[config.mk]
export PLATFORM = sky130hd
export DESIGN_NAME = block_ram
export DESIGN_NICKNAME = d
export VERILOG_FILES = /design/src/verilog/idct_pkg.sv /design/src/verilog/block_ram.sv
export SDC_FILE = /design/constraint.sdc
export NUM_CORES = 1
export LEC_CHECK = 0
export BUFFER_PORTS_ARGS = -buffer_cell sky130_fd_sc_hd__buf_4
export CORE_UTILIZATION = 60
export DETAILED_ROUTE_END_ITERATION = 7
export PLACE_DENSITY = 0.76
export SLEW_MARGIN = 5
export SYNTH_ARGS = -nofsm -noshare
export SYNTH_HDL_FRONTEND = slang
export SYNTH_SLANG_ARGS = --single-unit
[constraint.sdc]
create_clock -name Clock -period 4.5 [get_ports Clock]
set_clock_uncertainty 0.2 [all_clocks]
set_input_delay 0.225 -clock Clock [delete_from_list [all_inputs] [get_ports Clock]]
set_output_delay 0.225 -clock Clock [all_outputs]
set_load 0.03 [all_outputs]
[src/verilog/idct_pkg.sv]
// ----------------------------
// inverse DCT block package
// widths, request struct, strides
// cosine table and shift amounts
// ----------------------------

package idct_pkg;

	typedef logic [17:0] sram_addr_t;
	typedef logic [15:0] sram_word_t;
	typedef logic signed [15:0] sample_t;
	typedef logic signed [31:0] acc_t;
	typedef logic [5:0] buf_addr_t;    // row in [5:3], column in [2:0]

	typedef struct packed {
		sram_addr_t src_addr;    // first coefficient word
		sram_addr_t dst_addr;    // first pixel word
		logic chroma;
	} idct_req_t;

	localparam int BLOCK_DIM = 8;
	localparam int BLOCK_WORDS = BLOCK_DIM * BLOCK_DIM;

	// line strides in words
	localparam sram_addr_t SRC_STRIDE_Y = 18'd320;
	localparam sram_addr_t SRC_STRIDE_UV = 18'd160;
	localparam sram_addr_t DST_STRIDE_Y = 18'd160;
	localparam sram_addr_t DST_STRIDE_UV = 18'd80;

	// row is the frequency index, column the spatial index, scaled by 2^12
	localparam logic signed [15:0] COS_TABLE [BLOCK_DIM][BLOCK_DIM] = '{
		'{16'sd1448, 16'sd1448, 16'sd1448, 16'sd1448,
			16'sd1448, 16'sd1448, 16'sd1448, 16'sd1448},
		'{16'sd2009, 16'sd1703, 16'sd1138, 16'sd399,
			-16'sd399, -16'sd1138, -16'sd1703, -16'sd2009},
		'{16'sd1892, 16'sd784, -16'sd784, -16'sd1892,
			-16'sd1892, -16'sd784, 16'sd784, 16'sd1892},
		'{16'sd1703, -16'sd399, -16'sd2009, -16'sd1138,
			16'sd1138, 16'sd2009, 16'sd399, -16'sd1703},
		'{16'sd1448, -16'sd1448, -16'sd1448, 16'sd1448,
			16'sd1448, -16'sd1448, -16'sd1448, 16'sd1448},
		'{16'sd1138, -16'sd2009, 16'sd399, 16'sd1703,
			-16'sd1703, -16'sd399, 16'sd2009, -16'sd1138},
		'{16'sd784, -16'sd1892, 16'sd1892, -16'sd784,
			-16'sd784, 16'sd1892, -16'sd1892, 16'sd784},
		'{16'sd399, -16'sd1138, 16'sd1703, -16'sd2009,
			16'sd2009, -16'sd1703, 16'sd1138, -16'sd399}
	};

	// T keeps 4 fraction bits, S comes out as an integer
	localparam int PASS1_SHIFT = 8;
	localparam int PASS2_SHIFT = 16;

	localparam int SRAM_READ_LATENCY = 2;
	localparam int REQ_CREDITS = 1;

endpackage
[src/verilog/block_ram.sv]
// ----------------------------
// block buffer, 64 words
// one write port, one registered read port
// ----------------------------

`timescale 1ns/1ns

module block_ram #(
	parameter type word_t = logic [15:0]
) (
	input  logic                Clock,
	input  logic                wr_en_i,
	input  idct_pkg::buf_addr_t wr_addr_i,
	input  word_t               wr_data_i,
	input  idct_pkg::buf_addr_t rd_addr_i,
	output word_t               rd_data_o
);

	word_t mem [idct_pkg::BLOCK_WORDS];

	always_ff @(posedge Clock) begin
		if (wr_en_i) begin
			mem[wr_addr_i] <= wr_data_i;
		end
		rd_data_o <= mem[rd_addr_i];    // old data on same-address write
	end

endmodule

# Yosys cells after proc, flatten, opt, wreduce, memory -nomap -nowiden
# Memories as Yosys holds them, arrays and structs flattened. A register that Yosys moved wholly into a read port is not among the register bits.
# Cells that the tools add are included.
[word_totals] ff_bits=0 ram_bits=1024 in_bits=30 output_inout_bits=16 word_cells=3 memories=1
[memory_table] name="mem" depth=64 word_bits=16 read_ports=1 rd_clocked_by_memory_dff=1 wr=1 line="block_ram.sv:19" rtl="word_t mem [idct_pkg::BLOCK_WORDS];"
[op_classes] muxes=2
[ops] cell="$mux W1" n=2

# Longest topological paths before layout
[logic_depth] word_depth=2 depth_mapped=10 ltp_nobuf=5

# Worst setup path before layout
# Ideal clock, no wire load.
[synth_path] kind="input -> register" start="input port wr_addr_i[3]" end="memory mem[48][0] (netlist name) (enable)" arrival_time_ps=1851 path_slack_ps=2040 path_stages=4 path_buffers=1 cell_sequence="clkbuf_1 nor2b_1 nand4b_1 nor3_1"
[synth_rtl] element="start: declaration" line="block_ram.sv:13" rtl="input idct_pkg::buf_addr_t wr_addr_i,"
[synth_rtl] element="end: declaration" line="block_ram.sv:19"
# Straight into the memory's write port.

# Final worst setup path
[layout_path] start="input port wr_addr_i[1]" end="memory mem[39][2] (netlist name) (enable)"
# Straight into the memory's write port.

==> out/metrics.cfg <==
[critical_path]
cp-start-kind=primary input
reg2reg_from=mem[19][13]
cp.required_ns=4.55
crit_start=wr_addr_i[1]
crit_path_end_kind=flip-flop
critical_path_class=primary input to flip-flop
worstPathMaxFanout=16
cp.arrival_ns=2.87

[detailed_routing]
drtIter0Drc=2773
firstDrtPassIters=6
detail-route-antenna-nets=0
drt-wirelength-per-cell_um=31.9
detail_route.vias_per_cell=6.74
vias=19656
wirelength_um=93200
drc=0

[grt]
grt_use_total=0.283
grt_pass1_wl_um=135000
overflow=0
antenna_found_initial=3
grt_start_max_net_pins=78
grt_pass1_vias=19428

[synthesis]
yosysWarnings=0
ys_seq_area_frac=0.776
synth-edff-count=1024
synth.avg_cell_area_um2=21.9
synth.cell_area_um2=40000
syn_inst=1829
synth_largest_area_cell=edfxtp_1
netlist.area_leader.share=0.768
synthArstFlopShare=0
syn_nets=1859
ys_seq_elements=1040
synth_cell_types=43
synthTopCellsByArea=edfxtp_1, mux4_2, mux2i_1
synth_ff_type=edfxtp_1

[finish]
layout.nets=1996
final_common_cell=edfxtp_1
drive_gt1_frac=0.258
area_delta_synth_final_pct=12.0
final_cell_area_um2=44900
layout_common_cells=edfxtp_1, mux4_2, buf_4, clkbuf_16, mux2i_1

[power_and_ir_drop]
totalPowerFinal_mw=20.1
leakage_nw=14.2
p_per_area_nw_per_um2=447
ir_drop_uv=513

[flow_run]
drv_cap=0

[cts]
numCtsBuffers=99
clock-root-buffer=clkbuf_16
clk_pin_slew_ns=0.06
postCtsHoldBufs=20
cts_setup_buffers=0
clockBufferDepth=3
clock-sinks=1040
clock_latency_ns=0.66
h-tree-depth=3
cts_tree=built
cts_resized=0

[sta]
finalSetupViolations=0
holdWs_ns=0.146
finalWorstSetupSlack_ns=1.67
fin_setup_tns_ns=0
tightest_slew_ns=1.32
max_clock_freq_mhz=354
fin_crit_sh=0.629
final_hold_viol_count=0
period_minus_slack_ns=2.83
slew_violations=0
rsz0062_at_grt=no
relSlewSlack=0.116

[floorplanning]
rows=94
ios=46
dieArea_um2=67800
die_w_um=260
core_um2=65900
dieHeight_um=260
floorplan.initialDensity=0.608

[placement]
io_buffer_count=45
postPlaceCellArea_um2=41400
gp_congestion=0.845
place_ws_ns=1.03
hpwl_um=53000

[worst_hold_path]
hp-start=wr_addr_i[0]
hold_class=primary input to flip-flop

[outcome]
status=finished clean

-- per-stage QoR --
step | util | instances
4_1_cts | 0.681 | 2914
3_3_place_gp | 0.629 | 2709
2_1_floorplan | - | 1829
3_5_place_dp | 0.629 | 2709
5_1_grt | 0.681 | 2914
6_report | 0.681 | 2918
-- synthesized netlist by cell type, drive strengths merged (5+ instances only) --
library cell and number:
a221oi 16, a22o 6, nand4 12, a311oi 8, a221o 6, nor2 74
nand3 24, a21oi 17, nor2b 30, edfxtp 1024, a22oi 39, a211oi 8
and4 5, dfxtp 16, nand2 60, mux2i 85, mux4 224, clkbuf 27
a211o 8, o21ai 8, a41oi 5, a31oi 8, mux2 27, buf 77
-- sequential cells by signal, summed over array words and instances, names as in the netlist --
name       flops
mem         1024
rd_data_o     16
-- power breakdown --
group / switching, mW / internal, mW
sequential: 0.0500 / 10.7
combinational: 0.662 / 0.369
clock: 3.53 / 4.73
total: 4.24 / 15.8
-- per-layer routing --
| layer | track usage | up-vias | wire, um |
|---|---|---|---|
| li1 | - | 7968 | - |
| met5 | 0 | - | 27 |
| met2 | 0.441 | 1221 | 44400 |
| met3 | 0.0425 | 194 | 9660 |
| met4 | 0.110 | 4 | 3510 |
| met1 | 0.412 | 10269 | 35600 |
-- cell type report --
| class | count | area, um^2 |
|---|---|---|
| Sequential cell | 1040 | 31100 |
| Clock buffer | 131 | 2640 |
| Timing Repair Buffer | 140 | 1170 |
| Clock inverter | 54 | 589 |
| Multi-Input combinational cell | 685 | 8300 |
| Fill cell | 3927 | 21000 |
| Tap cell | 864 | 1080 |
| Antenna cell | 4 | 10.0 |
-- critical path: stages --
cell and delay (ns):
dlygate4sd3_1 0.54, buf_4 0.20, nand4_1 0.62, nor2_2 1.27
-- worst paths after layout --
path	to	slack (ns)	depth (start not counted)
worst max register to register	rd_data_o[13]	2.19	5
worst max-delay path	mem[39][2]	1.67	4
worst min register to register	rd_data_o[4]	0.72	4
worst min-delay path	mem[49][5]	0.15	3
-- cell families after synthesis --
kind of cell / synth area share
AO/OA/AOI/OAI: 0.0241
buffers and inverters: 0.0183
flip-flops: 0.776
multiplexers: 0.155
AND/OR/NAND/NOR: 0.0265
Note: power is estimated with default switching activity, not from simulation.
