--- config.mk ---
export PLATFORM = sky130hd
export DESIGN_NAME = block_fetch
export DESIGN_NICKNAME = d
export VERILOG_FILES = /design/src/verilog/idct_pkg.sv /design/src/verilog/block_fetch.sv
export SDC_FILE = /design/constraint.sdc
export NUM_CORES = 1
export LEC_CHECK = 0
export BUFFER_PORTS_ARGS = -buffer_cell sky130_fd_sc_hd__buf_2
export CELL_PAD_IN_SITES_DETAIL_PLACEMENT = 1
export CELL_PAD_IN_SITES_GLOBAL_PLACEMENT = 2
export CORE_MARGIN = 2
export CORE_UTILIZATION = 33
export CTS_CLUSTER_DIAMETER = 30
export CTS_CLUSTER_SIZE = 30
export DETAILED_ROUTE_END_ITERATION = 16
export GPL_TIMING_DRIVEN = 0
export PLACE_DENSITY_LB_ADDON = 0.1
export SETUP_SLACK_MARGIN = 0.05
export SLEW_MARGIN = 20
export SYNTH_ARGS = -nofsm -noshare
export SYNTH_HDL_FRONTEND = slang
export SYNTH_SLANG_ARGS = --single-unit
--- constraint.sdc ---
create_clock -name Clock -period 2.24 [get_ports Clock]
set_input_delay 0.112 -clock Clock [delete_from_list [all_inputs] [get_ports Clock]]
set_output_delay 0.112 -clock Clock [all_outputs]
set_load 0.005 [all_outputs]
--- src/verilog/idct_pkg.sv ---
// ----------------------------
// inverse DCT block package
// widths, request struct, strides
// cosine table and shift amounts
// ----------------------------

package idct_pkg;

	typedef logic [17:0] sram_addr_t;
	typedef logic [15:0] sram_word_t;
	typedef logic signed [15:0] sample_t;
	typedef logic signed [31:0] acc_t;
	typedef logic [5:0] buf_addr_t;    // row in [5:3], column in [2:0]

	typedef struct packed {
		sram_addr_t src_addr;    // first coefficient word
		sram_addr_t dst_addr;    // first pixel word
		logic chroma;
	} idct_req_t;

	localparam int BLOCK_DIM = 8;
	localparam int BLOCK_WORDS = BLOCK_DIM * BLOCK_DIM;

	// line strides in words
	localparam sram_addr_t SRC_STRIDE_Y = 18'd320;
	localparam sram_addr_t SRC_STRIDE_UV = 18'd160;
	localparam sram_addr_t DST_STRIDE_Y = 18'd160;
	localparam sram_addr_t DST_STRIDE_UV = 18'd80;

	// row is the frequency index, column the spatial index, scaled by 2^12
	localparam logic signed [15:0] COS_TABLE [BLOCK_DIM][BLOCK_DIM] = '{
		'{16'sd1448, 16'sd1448, 16'sd1448, 16'sd1448,
			16'sd1448, 16'sd1448, 16'sd1448, 16'sd1448},
		'{16'sd2009, 16'sd1703, 16'sd1138, 16'sd399,
			-16'sd399, -16'sd1138, -16'sd1703, -16'sd2009},
		'{16'sd1892, 16'sd784, -16'sd784, -16'sd1892,
			-16'sd1892, -16'sd784, 16'sd784, 16'sd1892},
		'{16'sd1703, -16'sd399, -16'sd2009, -16'sd1138,
			16'sd1138, 16'sd2009, 16'sd399, -16'sd1703},
		'{16'sd1448, -16'sd1448, -16'sd1448, 16'sd1448,
			16'sd1448, -16'sd1448, -16'sd1448, 16'sd1448},
		'{16'sd1138, -16'sd2009, 16'sd399, 16'sd1703,
			-16'sd1703, -16'sd399, 16'sd2009, -16'sd1138},
		'{16'sd784, -16'sd1892, 16'sd1892, -16'sd784,
			-16'sd784, 16'sd1892, -16'sd1892, 16'sd784},
		'{16'sd399, -16'sd1138, 16'sd1703, -16'sd2009,
			16'sd2009, -16'sd1703, 16'sd1138, -16'sd399}
	};

	// T keeps 4 fraction bits, S comes out as an integer
	localparam int PASS1_SHIFT = 8;
	localparam int PASS2_SHIFT = 16;

	localparam int SRAM_READ_LATENCY = 2;
	localparam int REQ_CREDITS = 1;

endpackage
--- src/verilog/block_fetch.sv ---
// ----------------------------
// block fetch stage
// reads 64 coefficients from SRAM
// into the sample buffer, credit based
// ----------------------------

`timescale 1ns/1ns

module block_fetch (
	input  logic                 Clock,
	input  logic                 Resetn,
	input  logic                 req_valid_i,
	input  idct_pkg::idct_req_t  req_i,
	output logic                 req_credit_o,
	output idct_pkg::sram_addr_t sram_rd_addr_o,
	input  idct_pkg::sram_word_t sram_rd_data_i,
	output logic                 buf_wr_en_o,
	output idct_pkg::buf_addr_t  buf_wr_addr_o,
	output idct_pkg::sample_t    buf_wr_data_o,
	output logic                 fetch_valid_o,
	output idct_pkg::idct_req_t  fetch_req_o,
	input  logic                 sample_credit_i
);

	typedef enum logic [1:0] {S_IDLE, S_READ, S_DRAIN} state_t;

	typedef struct packed {
		logic vld;
		idct_pkg::buf_addr_t idx;
	} tag_t;

	state_t state;
	tag_t tag_q [idct_pkg::SRAM_READ_LATENCY];
	tag_t tag_out;
	idct_pkg::idct_req_t pend_req, cur_req, next_req;
	idct_pkg::sram_addr_t row_base, stride;
	logic [2:0] row, col;
	logic pend, smp_credit, start, store;

	assign next_req = pend ? pend_req : req_i;
	assign start = (state == S_IDLE) && smp_credit && (pend || req_valid_i);
	// keep a request unless it goes straight in; one arriving on a full slot is dropped
	assign store = req_valid_i && (pend == start);
	assign stride = cur_req.chroma ? idct_pkg::SRC_STRIDE_UV : idct_pkg::SRC_STRIDE_Y;

	assign tag_out = tag_q[idct_pkg::SRAM_READ_LATENCY-1];
	assign buf_wr_en_o = tag_out.vld;
	assign buf_wr_addr_o = tag_out.idx;
	assign buf_wr_data_o = idct_pkg::sample_t'(sram_rd_data_i);
	assign fetch_req_o = cur_req;

	always_ff @(posedge Clock or negedge Resetn) begin
		if (!Resetn) begin
			state <= S_IDLE;
			pend <= 1'b0;
			smp_credit <= 1'b1;
			row <= 3'd0;
			col <= 3'd0;
			row_base <= '0;
			sram_rd_addr_o <= '0;
			req_credit_o <= 1'b0;
			fetch_valid_o <= 1'b0;
			for (int i = 0; i < idct_pkg::SRAM_READ_LATENCY; i++) begin
				tag_q[i] <= '0;
			end
		end else begin
			req_credit_o <= 1'b0;
			fetch_valid_o <= 1'b0;
			// index follows its word through the read latency
			tag_q[0] <= '{vld: (state == S_READ), idx: {row, col}};
			for (int i = 1; i < idct_pkg::SRAM_READ_LATENCY; i++) begin
				tag_q[i] <= tag_q[i-1];
			end
			if (start || store) begin
				pend <= store;
			end
			case (state)
				S_IDLE: begin
					if (start) begin
						smp_credit <= 1'b0;
						row_base <= next_req.src_addr;
						sram_rd_addr_o <= next_req.src_addr;
						state <= S_READ;
					end
				end
				S_READ: begin
					col <= col + 3'd1;
					if (col == 3'd7) begin
						row <= row + 3'd1;
						row_base <= row_base + stride;    // next line
						sram_rd_addr_o <= row_base + stride;
						if (row == 3'd7) begin
							state <= S_DRAIN;
						end
					end else begin
						sram_rd_addr_o <= sram_rd_addr_o + 18'd1;
					end
				end
				S_DRAIN: begin
					if (tag_out.vld && tag_out.idx == 6'd63) begin
						fetch_valid_o <= 1'b1;
						req_credit_o <= 1'b1;
						state <= S_IDLE;
					end
				end
				default: state <= S_IDLE;
			endcase
			if (sample_credit_i) begin
				smp_credit <= 1'b1;
			end
		end
	end

	always_ff @(posedge Clock) begin
		if (store) begin
			pend_req <= req_i;
		end
		if (start) begin
			cur_req <= next_req;
		end
	end

endmodule

Word level (Yosys, flattened, before mapping)
Index checks and enable logic that the tools add are counted.
W data, S select, Z words.
{"block": "word_totals", "input_bits": 57, "output_inout_bits": 80, "rom_bits": 0, "latch_bits": 0, "elab_cells": 64, "n_memories": 0, "ramBits": 0, "regBits": 135}
{"block": "op_classes", "shifts": 0, "eq_ne": 10, "n_addsub": 4, "reduce_logical": 15, "mul": 0, "mux": 17, "div": 0, "n_bitwise": 0, "magnitude_cmp": 0}
{"operator": "$pmux W18 S2", "count": 2}
{"operator": "$mux W18", "count": 3}
{"operator": "$mux W37", "count": 1}
{"operator": "$add A18 B1 Y18 const B", "count": 1}
{"operator": "$add A18 B9 Y18", "count": 1}
{"operator": "$mux W9", "count": 1}
{"operator": "$mux W2", "count": 4}
{"operator": "$add A3 B1 Y3 const B", "count": 2}
{"operator": "$eq A3 B3 Y1 const B", "count": 2}
{"operator": "$eq A6 B6 Y1 const B", "count": 1}
{"operator": "$pmux W2 S3", "count": 1}
{"operator": "$reduce_and A2 Y1", "count": 3}
{"operator": "$reduce_bool A2 Y1", "count": 3}
{"operator": "$mux W1", "count": 5}
{"operator": "$logic_and A1 B1 Y1", "count": 4}
{"operator": "$ne A2 B1 Y1 const B", "count": 2}
{"operator": "$ne A2 B2 Y1 const B", "count": 2}
{"operator": "$reduce_and A4 Y1", "count": 1}
{"operator": "$reduce_and A3 Y1", "count": 1}
{"operator": "$eq A2 B1 Y1 const B", "count": 1}
{"operator": "$eq A2 B2 Y1 const B", "count": 1}
{"operator": "$logic_not A2 Y1", "count": 1}
{"operator": "$logic_or A1 B1 Y1", "count": 2}
{"operator": "$eq A1 B1 Y1", "count": 1}

Depth between registers and ports, before layout
{"block": "depth", "ltp_word": 6, "ltp_mapped": 9, "depth_no_buf": 7}

Worst setup path after synthesis
No wires, ideal clock.
{"block": "synth_path", "path_kind": "reg2reg", "start": "register smp_credit", "end": "register pend_req[0] (netlist name), enable pin", "setup_ns": 0.398, "synth_period_minus_slack_ns": 2.223, "slack_ns": 0.017, "path_stages_with_launch": 4, "n_path_buf": 0, "arrival_time_ns": 1.825, "path_cell_list": "dfstp_2 > nor3b_2 > xnor2_1 > and2_1"}
{"block": "synth_between", "elab_chain_cells": 4}
{"item": "start: declaration", "line": "block_fetch.sv:38", "source": "logic pend, smp_credit, start, store;"}
{"item": "start signal: assignment", "line": "block_fetch.sv:56", "source": "smp_credit <= 1'b1;"}
{"item": "start signal: assignment", "line": "block_fetch.sv:80", "source": "smp_credit <= 1'b0;"}
{"item": "start signal: assignment", "line": "block_fetch.sv:109", "source": "smp_credit <= 1'b1;"}
{"item": "$logic_and A1 B1 Y1 (2 in a row)", "line": "block_fetch.sv:41", "source": "assign start = (state == S_IDLE) && smp_credit && (pend || req_valid_i);"}
{"item": "$eq A1 B1 Y1", "line": "block_fetch.sv:43", "source": "assign store = req_valid_i && (pend == start);"}
{"item": "$logic_and A1 B1 Y1", "line": "block_fetch.sv:43"}
{"item": "via store", "line": "block_fetch.sv:38"}
{"item": "end signal: assignment", "line": "block_fetch.sv:116", "source": "pend_req <= req_i;"}
{"item": "end: declaration", "line": "block_fetch.sv:35", "source": "idct_pkg::idct_req_t pend_req, cur_req, next_req;"}
The timed path passes the listed nets, and every way through them passes these cells.
A chain may end at the register's enable or synchronous reset.

Worst setup path in the final report
{"block": "layout_path", "start": "register cur_req (netlist bit fetch_req_o[0])", "end": "register sram_rd_addr_o[15]"}
{"block": "layout_between", "elab_chain_cells": 4}
{"item": "start: declaration", "line": "block_fetch.sv:35"}
{"item": "start signal: assignment", "line": "block_fetch.sv:119", "source": "cur_req <= next_req;"}
{"item": "$mux W9", "line": "block_fetch.sv:44", "source": "assign stride = cur_req.chroma ? idct_pkg::SRC_STRIDE_UV : idct_pkg::SRC_STRIDE_Y;"}
{"item": "$add A18 B9 Y18", "line": "block_fetch.sv:91", "source": "sram_rd_addr_o <= row_base + stride;"}
{"item": "$mux W18", "line": "block_fetch.sv:88", "source": "if (col == 3'd7) begin"}
{"item": "$pmux W18 S2", "line": "block_fetch.sv:77", "source": "case (state)"}
{"item": "end signal: assignment", "line": "block_fetch.sv:82", "source": "sram_rd_addr_o <= next_req.src_addr;"}
{"item": "end signal: assignment", "line": "block_fetch.sv:91"}
{"item": "end signal: assignment", "line": "block_fetch.sv:96", "source": "sram_rd_addr_o <= sram_rd_addr_o + 18'd1;"}
{"item": "end: declaration", "line": "block_fetch.sv:15", "source": "output idct_pkg::sram_addr_t sram_rd_addr_o,"}
No other way between the ends.

==> results.json <==
{
  "syn_inst": 497,
  "maxCapViolCount": 0,
  "yosys_most_used_dff": "edfxtp_1",
  "synthAdderAreaFrac_pct": 2.276,
  "slew_viol_final": 0,
  "grt_first_pass_wirelength_um": 28050,
  "detail-route-antenna-nets": 0,
  "antenna_found_initial": 0,
  "clkTransAtPathRegs_ps": 60,
  "avgSynthCellArea_um2": 12.61,
  "muxShareOfSynthArea_pct": 7.766,
  "critical_path.max_fanout": 4,
  "core_area_um2": 18640,
  "netlist_area_um2": 6267,
  "die-height_um": 141.8,
  "period_share_pct": 95.37,
  "fmax_mhz": 468.1,
  "cts_tree": "built",
  "dp.cells": 852,
  "r2r_start": "fetch_req_o[0]",
  "hold_violations": 0,
  "dieArea_um2": 20110,
  "n_fill_cell": 2014,
  "ios": 137,
  "cts_htree_levels": 4,
  "cp-start-kind": "flip-flop",
  "worst_pin_slew_ps": 679.1,
  "synthSimpleGateAreaFrac_pct": 11.10,
  "dieWidth_um": 141.8,
  "final_util_pct": 44.98,
  "cts.sinks": 135,
  "fin_skew_ps": 9.150,
  "io_buffers": 120,
  "synth-edff-count": 74,
  "drive_gt1_share_pct": 39.40,
  "dr.pass1.iters": 4,
  "root_buffer": "clkbuf_16",
  "setup-tns-final_ps": 0,
  "rsz0062_at_grt": "true",
  "setup_viol": 0,
  "finalCriticalPeriod_ps": 2136,
  "power_leakage_uw": 0.003515,
  "path_class": "reg -> reg",
  "synth_compound_area_share_pct": 11.28,
  "clockBufferDepth": 2,
  "hold_class": "in -> async",
  "drt_iter0_drc": 218,
  "synth_warnings": 0,
  "finalNonFillerCells": 932,
  "gp_congestion": 0.7876,
  "insertion_delay_ps": 430,
  "place_hpwl_um": 12390,
  "totalWireLength_um": 17770,
  "seq_area_frac_synth_pct": 59.83,
  "ys_types": 68,
  "synth-async-reset-ratio_pct": 45.19,
  "num_vias": 4674,
  "pwr_density_cell_nw_per_um2": 746.4,
  "wl_per_cell_um": 19.06,
  "design_area_um2": 8386,
  "worstPathRequired_ps": 2540,
  "grt_max_degree": 47,
  "rows": 50,
  "drcViolationCount": 0,
  "placed_cell_area_um2": 7184,
  "crit_start": "fetch_req_o[0]",
  "fin_nets": 752,
  "start_util_pct": 33.62,
  "cp-end-kind": "flip-flop",
  "grt_pass1_vias": 4980,
  "cp.arrival_ps": 2440,
  "ys_ff_latch": 135,
  "vdd_drop_max_mv": 0.5363,
  "cts_buffers": 17,
  "synth_fp_nets": 564,
  "synthXorXnorAreaFrac_pct": 2.236,
  "overflow": 0,
  "grt_usage_pct": 18.55,
  "syn_to_final_growth_pct": 33.80,
  "vias_per_cell": 5.015,
  "synth_top_family_by_area": "compound AO/OA/AOI/OAI gates",
  "status": "complete, no violations",
  "max_slew_margin_pct": 54.73,
  "antenna_cells": 0
}
-- final timing paths --
| path | slack (ps) | endpoint | cells past startpoint |
|---|---|---|---|
| setup / recovery | 100 | sram_rd_addr_o[15] | 7 |
| hold / removal | 130 | buf_wr_addr_o[0] | 2 |
| setup reg to reg | 100 | sram_rd_addr_o[15] | 7 |
| hold reg to reg | 350 | buf_wr_addr_o[3] | 0 |
| max in group asynchronous | 1530 | smp_credit | 3 |
| min in group Clock | 350 | buf_wr_addr_o[3] | 0 |
-- state kept, by name, indices dropped and copies added, names as in the netlist, 2 cells and up --
name,count
row_base,18
sram_rd_addr_o,18
state,2
col,3
pend_req,37
fetch_req_o,37
tag_q,7
row,3
buf_wr_addr_o,6
-- cell usage after synthesis (all sizes together) (7+ instances only) --
master | count | area [um2]
mux2 | 37 | 416.7
mux2i | 7 | 70.07
ha | 9 | 112.6
buf | 41 | 277.8
o21ai | 27 | 142.6
dfrtp | 60 | 1501
nand3 | 14 | 90.09
edfxtp | 74 | 2222
inv | 15 | 56.31
nor3 | 10 | 60.06
a21oi | 17 | 88.84
xnor2 | 11 | 96.34
nor2 | 34 | 135.1
nand2 | 48 | 187.7
-- timing repair --
action                                  4_1_cts  5_1_grt
pin swaps                                     2       11
buffers inserted                              3        5
endpoints found under the hold margin       114        0
hold buffers                                 40        0
gates resized for setup                       5       23
endpoints found under the setup margin       47       27
-- stage by stage --
stage                     hold slack (ps)  setup WS [ps]  total power, uW
after CTS                           122.9          50.45             6275
after detailed placement            43.52         -114.2             3233
after global routing                152.5        -0.7134             6501
final                               127.6          103.6             6259
after floorplan                    -183.6          149.7             3035
after global placement              302.9         -132.2             3212
-- area by class of cell --
class	count	area, um2	share of cell area (%)
flip-flops and latches	135	3750	44.72
multi-input cells	303	2270	27.07
repair buffers	169	1096	13.07
clock buffers	22	474.2	5.655
plain buffers	44	304.0	3.626
well taps	234	292.8	3.491
clock inverters	10	142.6	1.701
inverters	15	56.30	0.6714
-- cell families (layout without fill, tap and decap cells) --
| family | after synthesis | after routing |
|---|---|---|
| xor gates and xnor gates | 16 | 16 |
| AOI/OAI and AO/OA | 99 | 99 |
| DFF | 135 | 135 |
| adders and majority gates | 11 | 11 |
| and+or+nand+nor | 133 | 133 |
| buffers and inverters | 59 | 260 |
| muxes | 44 | 44 |
-- where the power goes --
| group | internal (uW) | leakage (uW) | switching, uW |
|---|---|---|---|
| sequential | 2660 | 0.00137 | 78.5 |
| clock | 1850 | 0.000302 | 1100 |
| combinational | 291 | 0.00184 | 278 |
-- cell usage in the layout (no fill, tap or decap), types with 10 or more instances in the layout --
cell             n
inv_1           13
edfxtp_1        74
dfrtp_1         60
buf_2          129
clkbuf_16       17
o21ai_0         17
buf_4           36
mux2_2          33
dlygate4sd3_1   40
nor2_1          30
a21oi_1         15
nand3_1         10
nand2_1         46
-- critical path, cell delays in order, from the launching register on --
cell,delay [ps]
edfxtp_1,450
ha_2,230
fa_2,400
a211oi_4,370
nor3_4,100
and3_4,190
xnor2_4,180
o211ai_2,100
-- per-layer routing --
metal	share of wire [%]	track usage [%]
met5	0	0
met4	1.8	6.368
met3	3.1	3.712
met2	52	32.93
met1	43	22.49
(Power assumes the default switching activity.)
