===== src/verilog/idct_pkg.sv =====
// ----------------------------
// inverse DCT block package
// widths, request struct, strides
// cosine table and shift amounts
// ----------------------------

package idct_pkg;

	typedef logic [17:0] sram_addr_t;
	typedef logic [15:0] sram_word_t;
	typedef logic signed [15:0] sample_t;
	typedef logic signed [31:0] acc_t;
	typedef logic [5:0] buf_addr_t;    // row in [5:3], column in [2:0]

	typedef struct packed {
		sram_addr_t src_addr;    // first coefficient word
		sram_addr_t dst_addr;    // first pixel word
		logic chroma;
	} idct_req_t;

	localparam int BLOCK_DIM = 8;
	localparam int BLOCK_WORDS = BLOCK_DIM * BLOCK_DIM;

	// line strides in words
	localparam sram_addr_t SRC_STRIDE_Y = 18'd320;
	localparam sram_addr_t SRC_STRIDE_UV = 18'd160;
	localparam sram_addr_t DST_STRIDE_Y = 18'd160;
	localparam sram_addr_t DST_STRIDE_UV = 18'd80;

	// row is the frequency index, column the spatial index, scaled by 2^12
	localparam logic signed [15:0] COS_TABLE [BLOCK_DIM][BLOCK_DIM] = '{
		'{16'sd1448, 16'sd1448, 16'sd1448, 16'sd1448,
			16'sd1448, 16'sd1448, 16'sd1448, 16'sd1448},
		'{16'sd2009, 16'sd1703, 16'sd1138, 16'sd399,
			-16'sd399, -16'sd1138, -16'sd1703, -16'sd2009},
		'{16'sd1892, 16'sd784, -16'sd784, -16'sd1892,
			-16'sd1892, -16'sd784, 16'sd784, 16'sd1892},
		'{16'sd1703, -16'sd399, -16'sd2009, -16'sd1138,
			16'sd1138, 16'sd2009, 16'sd399, -16'sd1703},
		'{16'sd1448, -16'sd1448, -16'sd1448, 16'sd1448,
			16'sd1448, -16'sd1448, -16'sd1448, 16'sd1448},
		'{16'sd1138, -16'sd2009, 16'sd399, 16'sd1703,
			-16'sd1703, -16'sd399, 16'sd2009, -16'sd1138},
		'{16'sd784, -16'sd1892, 16'sd1892, -16'sd784,
			-16'sd784, 16'sd1892, -16'sd1892, 16'sd784},
		'{16'sd399, -16'sd1138, 16'sd1703, -16'sd2009,
			16'sd2009, -16'sd1703, 16'sd1138, -16'sd399}
	};

	// T keeps 4 fraction bits, S comes out as an integer
	localparam int PASS1_SHIFT = 8;
	localparam int PASS2_SHIFT = 16;

	localparam int SRAM_READ_LATENCY = 2;
	localparam int REQ_CREDITS = 1;

endpackage

===== src/verilog/idct_matrix_engine.sv =====
// ----------------------------
// IDCT matrix engine
// pass 1 T = S'C into the T buffer
// pass 2 S = C^T T into the result buffer
// two MAC lanes, one FSM
// ----------------------------

`timescale 1ns/1ns

module idct_matrix_engine (
	input  logic                 Clock,
	input  logic                 Resetn,
	input  logic                 fetch_valid_i,
	input  idct_pkg::idct_req_t  fetch_req_i,
	output logic                 sample_credit_o,
	output idct_pkg::buf_addr_t  sample_rd_addr_o,
	input  idct_pkg::sample_t    sample_rd_data_i,
	output logic                 result_valid_o,
	output idct_pkg::idct_req_t  result_req_o,
	input  logic                 result_credit_i,
	output logic                 result_wr_en_o,
	output idct_pkg::buf_addr_t  result_wr_addr_o,
	output idct_pkg::acc_t       result_wr_data_o
);

	typedef enum logic [2:0] {S_IDLE, S_LOAD, S_MAC, S_WAIT_RES, S_DONE} state_t;

	state_t state;
	logic pass, pend, res_credit, t_wr_en, mac_last;
	logic [2:0] vec, o_idx;    // operand vector, output index
	logic [3:0] ld_cnt;
	logic [1:0] step;
	idct_pkg::idct_req_t pend_req, cur_req;
	idct_pkg::buf_addr_t rd_addr, wr_addr;
	idct_pkg::acc_t opnd [idct_pkg::BLOCK_DIM];
	idct_pkg::acc_t t_rd_data, opnd_in, acc, p0, p1, sum, wr_data;

	block_ram #(
		.word_t(idct_pkg::acc_t)
	) u_t_buf (
		.Clock     (Clock),
		.wr_en_i   (t_wr_en),
		.wr_addr_i (wr_addr),
		.wr_data_i (wr_data),
		.rd_addr_i (rd_addr),
		.rd_data_o (t_rd_data)
	);

	// pass 1 walks rows of S', pass 2 walks columns of T
	assign rd_addr = pass ? {ld_cnt[2:0], vec} : {vec, ld_cnt[2:0]};
	assign sample_rd_addr_o = rd_addr;
	assign opnd_in = pass ? t_rd_data : idct_pkg::acc_t'(sample_rd_data_i);
	assign mac_last = (state == S_MAC) && (step == 2'd3);

	assign result_wr_addr_o = wr_addr;
	assign result_wr_data_o = wr_data;
	assign result_req_o = cur_req;

	// lane 0 takes the even k, lane 1 the odd k
	always_comb begin
		p0 = opnd[{step, 1'b0}] *
			idct_pkg::acc_t'(idct_pkg::COS_TABLE[{step, 1'b0}][o_idx]);
		p1 = opnd[{step, 1'b1}] *
			idct_pkg::acc_t'(idct_pkg::COS_TABLE[{step, 1'b1}][o_idx]);
		sum = ((step == 2'd0) ? idct_pkg::acc_t'(0) : acc) + p0 + p1;
	end

	always_ff @(posedge Clock or negedge Resetn) begin
		if (!Resetn) begin
			state <= S_IDLE;
			pass <= 1'b0;
			pend <= 1'b0;
			res_credit <= 1'b1;
			vec <= 3'd0;
			o_idx <= 3'd0;
			ld_cnt <= 4'd0;
			step <= 2'd0;
			t_wr_en <= 1'b0;
			result_wr_en_o <= 1'b0;
			sample_credit_o <= 1'b0;
			result_valid_o <= 1'b0;
		end else begin
			sample_credit_o <= 1'b0;
			result_valid_o <= 1'b0;
			t_wr_en <= mac_last && !pass;
			result_wr_en_o <= mac_last && pass;
			case (state)
				S_IDLE: begin
					if (pend) begin
						pend <= 1'b0;
						pass <= 1'b0;
						state <= S_LOAD;
					end
				end
				S_LOAD: begin
					ld_cnt <= ld_cnt + 4'd1;
					if (ld_cnt == 4'd8) begin
						ld_cnt <= 4'd0;
						state <= S_MAC;
						if (!pass && vec == 3'd7) begin
							sample_credit_o <= 1'b1;    // last row of S' is in
						end
					end
				end
				S_MAC: begin
					step <= step + 2'd1;
					if (step == 2'd3) begin
						o_idx <= o_idx + 3'd1;
						if (o_idx == 3'd7) begin
							vec <= vec + 3'd1;
							if (vec != 3'd7) begin
								state <= S_LOAD;
							end else if (!pass) begin
								state <= S_WAIT_RES;
							end else begin
								state <= S_DONE;
							end
						end
					end
				end
				S_WAIT_RES: begin
					if (res_credit) begin
						res_credit <= 1'b0;
						pass <= 1'b1;
						state <= S_LOAD;
					end
				end
				S_DONE: begin
					result_valid_o <= 1'b1;    // last result lands this cycle
					state <= S_IDLE;
				end
				default: state <= S_IDLE;
			endcase
			if (fetch_valid_i) begin
				pend <= 1'b1;
			end
			if (result_credit_i) begin
				res_credit <= 1'b1;
			end
		end
	end

	always_ff @(posedge Clock) begin
		if (fetch_valid_i) begin
			pend_req <= fetch_req_i;
		end
		if (state == S_IDLE && pend) begin
			cur_req <= pend_req;
		end
		if (state == S_LOAD && ld_cnt != 4'd0) begin
			for (int k = 0; k < idct_pkg::BLOCK_DIM - 1; k++) begin
				opnd[k] <= opnd[k+1];
			end
			opnd[idct_pkg::BLOCK_DIM-1] <= opnd_in;
		end
		if (state == S_MAC) begin
			acc <= sum;
		end
		if (mac_last) begin
			wr_addr <= pass ? {o_idx, vec} : {vec, o_idx};
			wr_data <= pass ? (sum >>> idct_pkg::PASS2_SHIFT) : (sum >>> idct_pkg::PASS1_SHIFT);
		end
	end

endmodule


===== src/verilog/block_ram.sv =====
// ----------------------------
// block buffer, 64 words
// one write port, one registered read port
// ----------------------------

`timescale 1ns/1ns

module block_ram #(
	parameter type word_t = logic [15:0]
) (
	input  logic                Clock,
	input  logic                wr_en_i,
	input  idct_pkg::buf_addr_t wr_addr_i,
	input  word_t               wr_data_i,
	input  idct_pkg::buf_addr_t rd_addr_i,
	output word_t               rd_data_o
);

	word_t mem [idct_pkg::BLOCK_WORDS];

	always_ff @(posedge Clock) begin
		if (wr_en_i) begin
			mem[wr_addr_i] <= wr_data_i;
		end
		rd_data_o <= mem[rd_addr_i];    // old data on same-address write
	end

endmodule


===== config.mk =====
export PLATFORM = sky130hd
export DESIGN_NAME = idct_matrix_engine
export DESIGN_NICKNAME = d
export VERILOG_FILES = /design/src/verilog/idct_pkg.sv /design/src/verilog/idct_matrix_engine.sv /design/src/verilog/block_ram.sv
export SDC_FILE = /design/constraint.sdc
export NUM_CORES = 2
export LEC_CHECK = 0
export BUFFER_PORTS_ARGS = -buffer_cell sky130_fd_sc_hd__buf_2
export CAP_MARGIN = 15
export CORE_ASPECT_RATIO = 1.1
export CORE_MARGIN = 2
export CORE_UTILIZATION = 60
export CTS_CLUSTER_SIZE = 14
export DETAILED_ROUTE_END_ITERATION = 7
export PLACE_DENSITY = 0.8
export SLEW_MARGIN = 20
export SYNTH_ARGS = -nofsm -noshare
export SYNTH_HDL_FRONTEND = slang
export SYNTH_HIERARCHICAL = 1
export SYNTH_SLANG_ARGS = --single-unit

===== constraint.sdc =====
create_clock -name Clock -period 33.7 [get_ports Clock]
set_clock_uncertainty 0.05 [all_clocks]
set_input_delay 1.685 -clock Clock [delete_from_list [all_inputs] [get_ports Clock]]
set_output_delay 1.685 -clock Clock [all_outputs]
set_load 0.02 [all_outputs]

# After elaboration in Yosys (flattened, before gate mapping)
# Memories as Yosys holds them, arrays and structs flattened. A register that Yosys moved wholly into a read port is not among the register bits.
# Index checks and enable logic that the tools add are counted.
# classes
add_sub_neg,6
multipliers,2
n_lt_le_gt_ge,3
n_eq_ne,14
mux,39
n_bitwise,3
n_reduce_logical,17
# op_table
cell,count
128-bit 2-to-1 mux,4
16-bit binary-select mux with 3-bit select,2
32-bit adder,2
32-bit by 16-bit multiplier with 32-bit output,2
16-bit 2-to-1 mux,4
32-bit 2-to-1 mux,2
23-bit 2-to-1 mux,1
3-bit 2-to-1 mux,7
1-bit 2-to-1 mux,14
"4-bit >= comparator, second input constant",3
6-bit 2-to-1 mux,2
3-bit inverter with 4-bit output,3
3-bit one-hot mux with 4 select lines,1
"2-bit != test, second input constant",5
"3-bit equality test, second input constant",3
"3-bit by 1-bit adder with 3-bit output, second input constant",2
"3-bit by 2-bit equality test with 1-bit output, second input constant",2
1-bit logical AND,6
3-bit AND reduction,2
2-bit nonzero test,3
5-bit AND reduction,1
"4-bit by 1-bit adder with 4-bit output, second input constant",1
"4-bit equality test, second input constant",1
4-bit 2-to-1 mux,1
other kinds (10),10
# totals
reg_bits,158
mem_bits_rw,2304
romBits,2048
in_bits,57
out_inout_bits,84
wordCells,109
mem_count,4
# mem_list
memory,depth,width,read_ports,rd_clocked_by_memory_dff,write_ports,line,rtl
u_t_buf.mem,64,32,1,1,1,block_ram.sv:19,word_t mem [idct_pkg::BLOCK_WORDS];
(no name shown),8,128,1,0,0,idct_matrix_engine.sv:64,"idct_pkg::acc_t'(idct_pkg::COS_TABLE[{step, 1'b1}][o_idx]);"
(no name shown),8,128,1,0,0,idct_matrix_engine.sv:62,"idct_pkg::acc_t'(idct_pkg::COS_TABLE[{step, 1'b0}][o_idx]);"
opnd,8,32,9,0,8,idct_matrix_engine.sv:35,idct_pkg::acc_t opnd [idct_pkg::BLOCK_DIM];

# Longest topological paths before layout
# depth
depth_word,11
ltp_mapped,43
depth_no_buf,35

# Hierarchy
# Netlist, hierarchy kept.
# modules_own_cells
module,n_inst,cells_each,area_per_inst_um2,seq_area_each_um2
block_ram,1,3324,78515.3,62139.6
idct_matrix_engine,1,3453,38689.6,12263.0

# Least setup slack after synthesis
# OpenSTA, ideal clock, no wires.
# synth_path
kind,flip-flop to flip-flop
start,reg ld_cnt[3]
end,"mem opnd[0][0] (netlist bit), enable pin"
t_arrival_ps,14090
required_time_ps,32629
path_slack_ps,18539
path_stages_with_launch,3
n_path_buf,0
period_less_slack_ps,15161
cell_sequence,dfrtp_1 inv_1 a31oi_1
# synth_rtl
element,line,rtl
start: declaration,idct_matrix_engine.sv:31,logic [3:0] ld_cnt;
start signal: assignment,idct_matrix_engine.sv:96,ld_cnt <= ld_cnt + 4'd1;
end: declaration,idct_matrix_engine.sv:35,

# Worst setup path after layout
# layout_path
start,reg step[0]
end,"reg wr_data[17], in the netlist result_wr_data_o[17], data pin"
# layout_between
elab_chain_cells,11
# layout_lines
element,line,rtl
start: declaration,idct_matrix_engine.sv:32,logic [1:0] step;
start signal: assignment,idct_matrix_engine.sv:106,step <= step + 2'd1;
3-bit inverter with 4-bit output (implied by the code),idct_matrix_engine.sv:62,
memory 8 x 128 bit,--,
128-bit 2-to-1 mux (implied by the code) (2 in a row),idct_matrix_engine.sv:62,
16-bit binary-select mux with 3-bit select,idct_matrix_engine.sv:62,
16-bit 2-to-1 mux (implied by the code) (2 in a row),idct_matrix_engine.sv:62,
32-bit by 16-bit multiplier with 32-bit output,idct_matrix_engine.sv:61,"p0 = opnd[{step, 1'b0}] *"
32-bit adder,idct_matrix_engine.sv:65,sum = ((step == 2'd0) ? idct_pkg::acc_t'(0) : acc) + p0 + p1;
32-bit adder *,idct_matrix_engine.sv:65,
named net sum[31],idct_matrix_engine.sv:36,"idct_pkg::acc_t t_rd_data, opnd_in, acc, p0, p1, sum, wr_data;"
23-bit 2-to-1 mux *,idct_matrix_engine.sv:161,wr_data <= pass ? (sum >>> idct_pkg::PASS2_SHIFT) : (sum >>> idct_pkg::PASS1_SHIFT);
end signal: assignment,idct_matrix_engine.sv:161,
end: declaration,idct_matrix_engine.sv:36,
# Mark *: on every way through the listed nets, which the timed path passes. The rest lies on a longest branch. The select of a mux whose other input is x is not followed.
# A chain may end at the register's enable or synchronous reset.

==> results_dict.tcl <==
set metrics [dict create \
    synth_nets 7646 \
    synth_cell_types 78 \
    ys.flop_type "edfxtp_1" \
    fin_setup_tns_ps 0 \
    arrival_ps 10910 \
    power.leakage_nw 47.32 \
    worst_setup_path_end_kind "register" \
    track_usage 0.3314 \
    finalCriticalPeriod_ps 10370 \
    max_stage_delay_ps 920 \
    p_per_area_mw_per_mm2 45.82 \
    async_flop_share 0.008828 \
    cts_resized 0 \
    die_w_um 425.4 \
    crit_slowest_cell "a32o_1" \
    maxSlewViolCount 0 \
    path_class "register to register" \
    min_to "result_req_o[5]$_DFFE_PP_" \
    grt_first_pass_wirelength_um 467100 \
    die-area_mm2 0.1989 \
    yosysSeqAreaShare 0.6348 \
    fin_nets 7887 \
    yosys_warnings 6 \
    holdBufCountCts 0 \
    synth_edf_count 2438 \
    first_pass_iters 6 \
    worst_path_most_repeated_cell "fa_1" \
    root_buffer "clkbuf_16" \
    r2r-start "step[0]$_DFFE_PN0P_" \
    critical_path_required_ps 34240 \
    worstPathMaxFanout 33 \
    clkLatencyLatePin_ps 880 \
    setup_viol 0 \
    grt_pass1_vias 66990 \
    fin_crit_sh 0.3076 \
    min_path_cells 0 \
    outcome "finished clean" \
    avgRoutedWirePerCell_um 32.81 \
    dp.final_hpwl_um 192500 \
    design.core.area_mm2 0.1946 \
    clock.fmax_mhz 96.46 \
    fp.dieH_um 467.5 \
    r2r_setup_slack_ps 23330 \
    worst_slew_pin_slew_ps 1226 \
    clk_path_buf_depth 3 \
    syn2layout_area_growth_pct 10.04 \
    synth_cells 6777 \
    io_pins 141 \
    viasPerCell 6.502 \
    syn_area_mm2 0.1172 \
    grt_max_degree 127 \
    antenna_left 0 \
    drv_cap 0 \
    cts_tree "done" \
    clkTransAtPathRegs_ps 70 \
    fin_total_pwr_w 0.005910 \
    hp-start "pend_req[5]$_DFFE_PP_" \
    critPathBufInv 3 \
    ys_seq_elements 2492 \
    antenna_found_initial 23 \
    place_congestion 0.9548 \
    routed_wl_um 322100 \
    rsz0062_at_grt "false" \
    critical_path.top_delay_family "adder cells" \
    port_buffers 140 \
    cts.sinks 2492 \
    first_iter_violations 8489 \
    num_rows 170 \
    grt_overflow 0 \
    drive_gt1_frac 0.1922 \
    start_kind "register" \
    avgSynthCellArea_um2 17.29 \
    cts_buffers 229 \
    vias 63838 \
    vdd_drop_max_v 0.00006782 \
    postCtsSetupBuffers 0 \
    h-tree-depth 4 \
    hold_viol 0 \
    drc_errors 0 \
    max_slew_margin 0.1826 \
    initial_core_util 0.6022 \
    hp-class "register to register" \
    r2r-end "result_wr_data_o[17]$_DFFE_PP_" \
    rr_worst_depth 26 \
]
==> power breakdown <==
part / switching [W] / internal [W]
combinational: 0.00000554 / 0.00000470
sequential: 0.00000860 / 0.00337
clock: 0.00114 / 0.00138
==> synth_stat cells (11+ instances only) <==
| cell type | instances | area share |
|---|---|---|
| mux4_2 | 574 | 0.11 |
| buf_2 | 76 | 0.0032 |
| ha_1 | 182 | 0.019 |
| a31oi_1 | 11 | 0.00059 |
| xnor2_1 | 63 | 0.0047 |
| o221ai_1 | 28 | 0.0021 |
| mux2i_1 | 149 | 0.013 |
| nor2_1 | 414 | 0.013 |
| xor2_1 | 21 | 0.0016 |
| nor2b_1 | 102 | 0.0054 |
| a22oi_1 | 13 | 0.00083 |
| edfxtp_1 | 2438 | 0.62 |
| buf_4 | 35 | 0.0022 |
| nand2_1 | 360 | 0.012 |
| nand2b_1 | 41 | 0.0022 |
| or2_2 | 11 | 0.00059 |
| a21oi_1 | 97 | 0.0041 |
| fa_1 | 630 | 0.11 |
| dfxtp_1 | 32 | 0.0055 |
| o21ai_1 | 14 | 0.00060 |
| dfrtp_1 | 21 | 0.0045 |
| and2_1 | 26 | 0.0014 |
| inv_1 | 823 | 0.026 |
| and3_1 | 14 | 0.00075 |
| clkbuf_1 | 160 | 0.0051 |
| a21o_1 | 19 | 0.0012 |
| o21a_1 | 31 | 0.0020 |
| buf_1 | 30 | 0.00096 |
| mux2_2 | 72 | 0.0069 |
| o22ai_1 | 87 | 0.0046 |
| o21ai_0 | 65 | 0.0028 |
| nand3_1 | 17 | 0.00073 |
| nor3_1 | 12 | 0.00051 |
==> cell type report <==
class | instances | area, um2
timing repair buffer | 320 | 2113
clock buffer | 309 | 6237
inverter | 826 | 3100
antenna | 20 | 50.05
sequential | 2492 | 74410
fill | 12269 | 65650
multi-input combinational | 3149 | 38840
tap | 2580 | 3228
clock inverter | 122 | 987.2
==> per-layer routing <==
layer	routed length, um	global-route usage	up-vias
met5	80	0.0002415	-
met4	25040	0.2195	6
met3	32160	0.06540	1014
met2	160000	0.5455	4470
met1	104800	0.4011	32972
li1	-	-	25376
==> worst max path at each step <==
stage	startpoint	endpoint	slack, ps	cells past startpoint
6_report	step[0]$_DFFE_PN0P_	result_wr_data_o[17]$_DFFE_PP_	23330	26
5_1_grt	step[0]$_DFFE_PN0P_	result_wr_data_o[14]$_DFFE_PP_	22980	27
4_1_cts	step[0]$_DFFE_PN0P_	result_wr_data_o[17]$_DFFE_PP_	23360	26
3_5_place_dp	step[0]$_DFFE_PN0P_	result_wr_data_o[16]$_DFFE_PP_	23430	28
3_3_place_gp	step[0]$_DFFE_PN0P_	result_wr_data_o[19]$_DFFE_PP_	23580	25
2_1_floorplan	ld_cnt[3]$_DFFE_PN0P_	opnd[0][0]$_DFFE_PP_	18540	2
==> flip-flops by register name (all words and copies together), names as in the netlist <==
signal	cells
res_credit	1
opnd	254
ld_cnt	4
u_t_buf/rd_data_o	32
pend_req	37
pass	1
vec	3
state	3
result_wr_en_o	1
t_wr_en	1
o_idx	3
result_req_o	37
u_t_buf/mem	2048
result_wr_addr_o	6
pend	1
result_valid_o	1
step	2
result_wr_data_o	24
acc	32
sample_credit_o	1
==> placed cells by master, fill, tap and decap left out, types with 86 or more instances in the layout <==
master	instances
mux4_2	574
clkbuf_16	234
ha_1	182
inv_1	823
nor2_1	350
edfxtp_1	2438
nand2_1	358
buf_2	140
fa_1	630
a21oi_1	95
o22ai_1	86
mux2i_1	147
buf_4	172
nor2b_1	100
==> cells by family (layout without fill, tap and decap cells) <==
group | Yosys count | after routing | share of synthesized area
mux | 797 | 797 | 0.1304
buf+inv | 1136 | 1577 | 0.03884
simple gates | 1028 | 1028 | 0.03842
flops | 2492 | 2492 | 0.6348
xor+xnor | 89 | 89 | 0.007249
fa+ha+maj | 812 | 812 | 0.1270
compound gates | 423 | 423 | 0.02326
other cells | 0 | 20 | 0
==> stage by stage <==
step | setup slack [ps] | area [um2] | hold slack [ps] | instances | util
final | 23330 | 129000 | 355.8 | 9818 | 0.6627
after global routing | 22980 | 128900 | 370.5 | 9802 | 0.6625
after CTS | 23360 | 128900 | 359.3 | 9797 | 0.6623
after detailed placement | 23430 | 121700 | 354.5 | 9366 | 0.6252
after global placement | 23580 | 121700 | 350.4 | 9365 | 0.6251
after floorplan | 18540 | 117200 | 350.3 | 6777 | -
(Power assumes the default switching activity.)
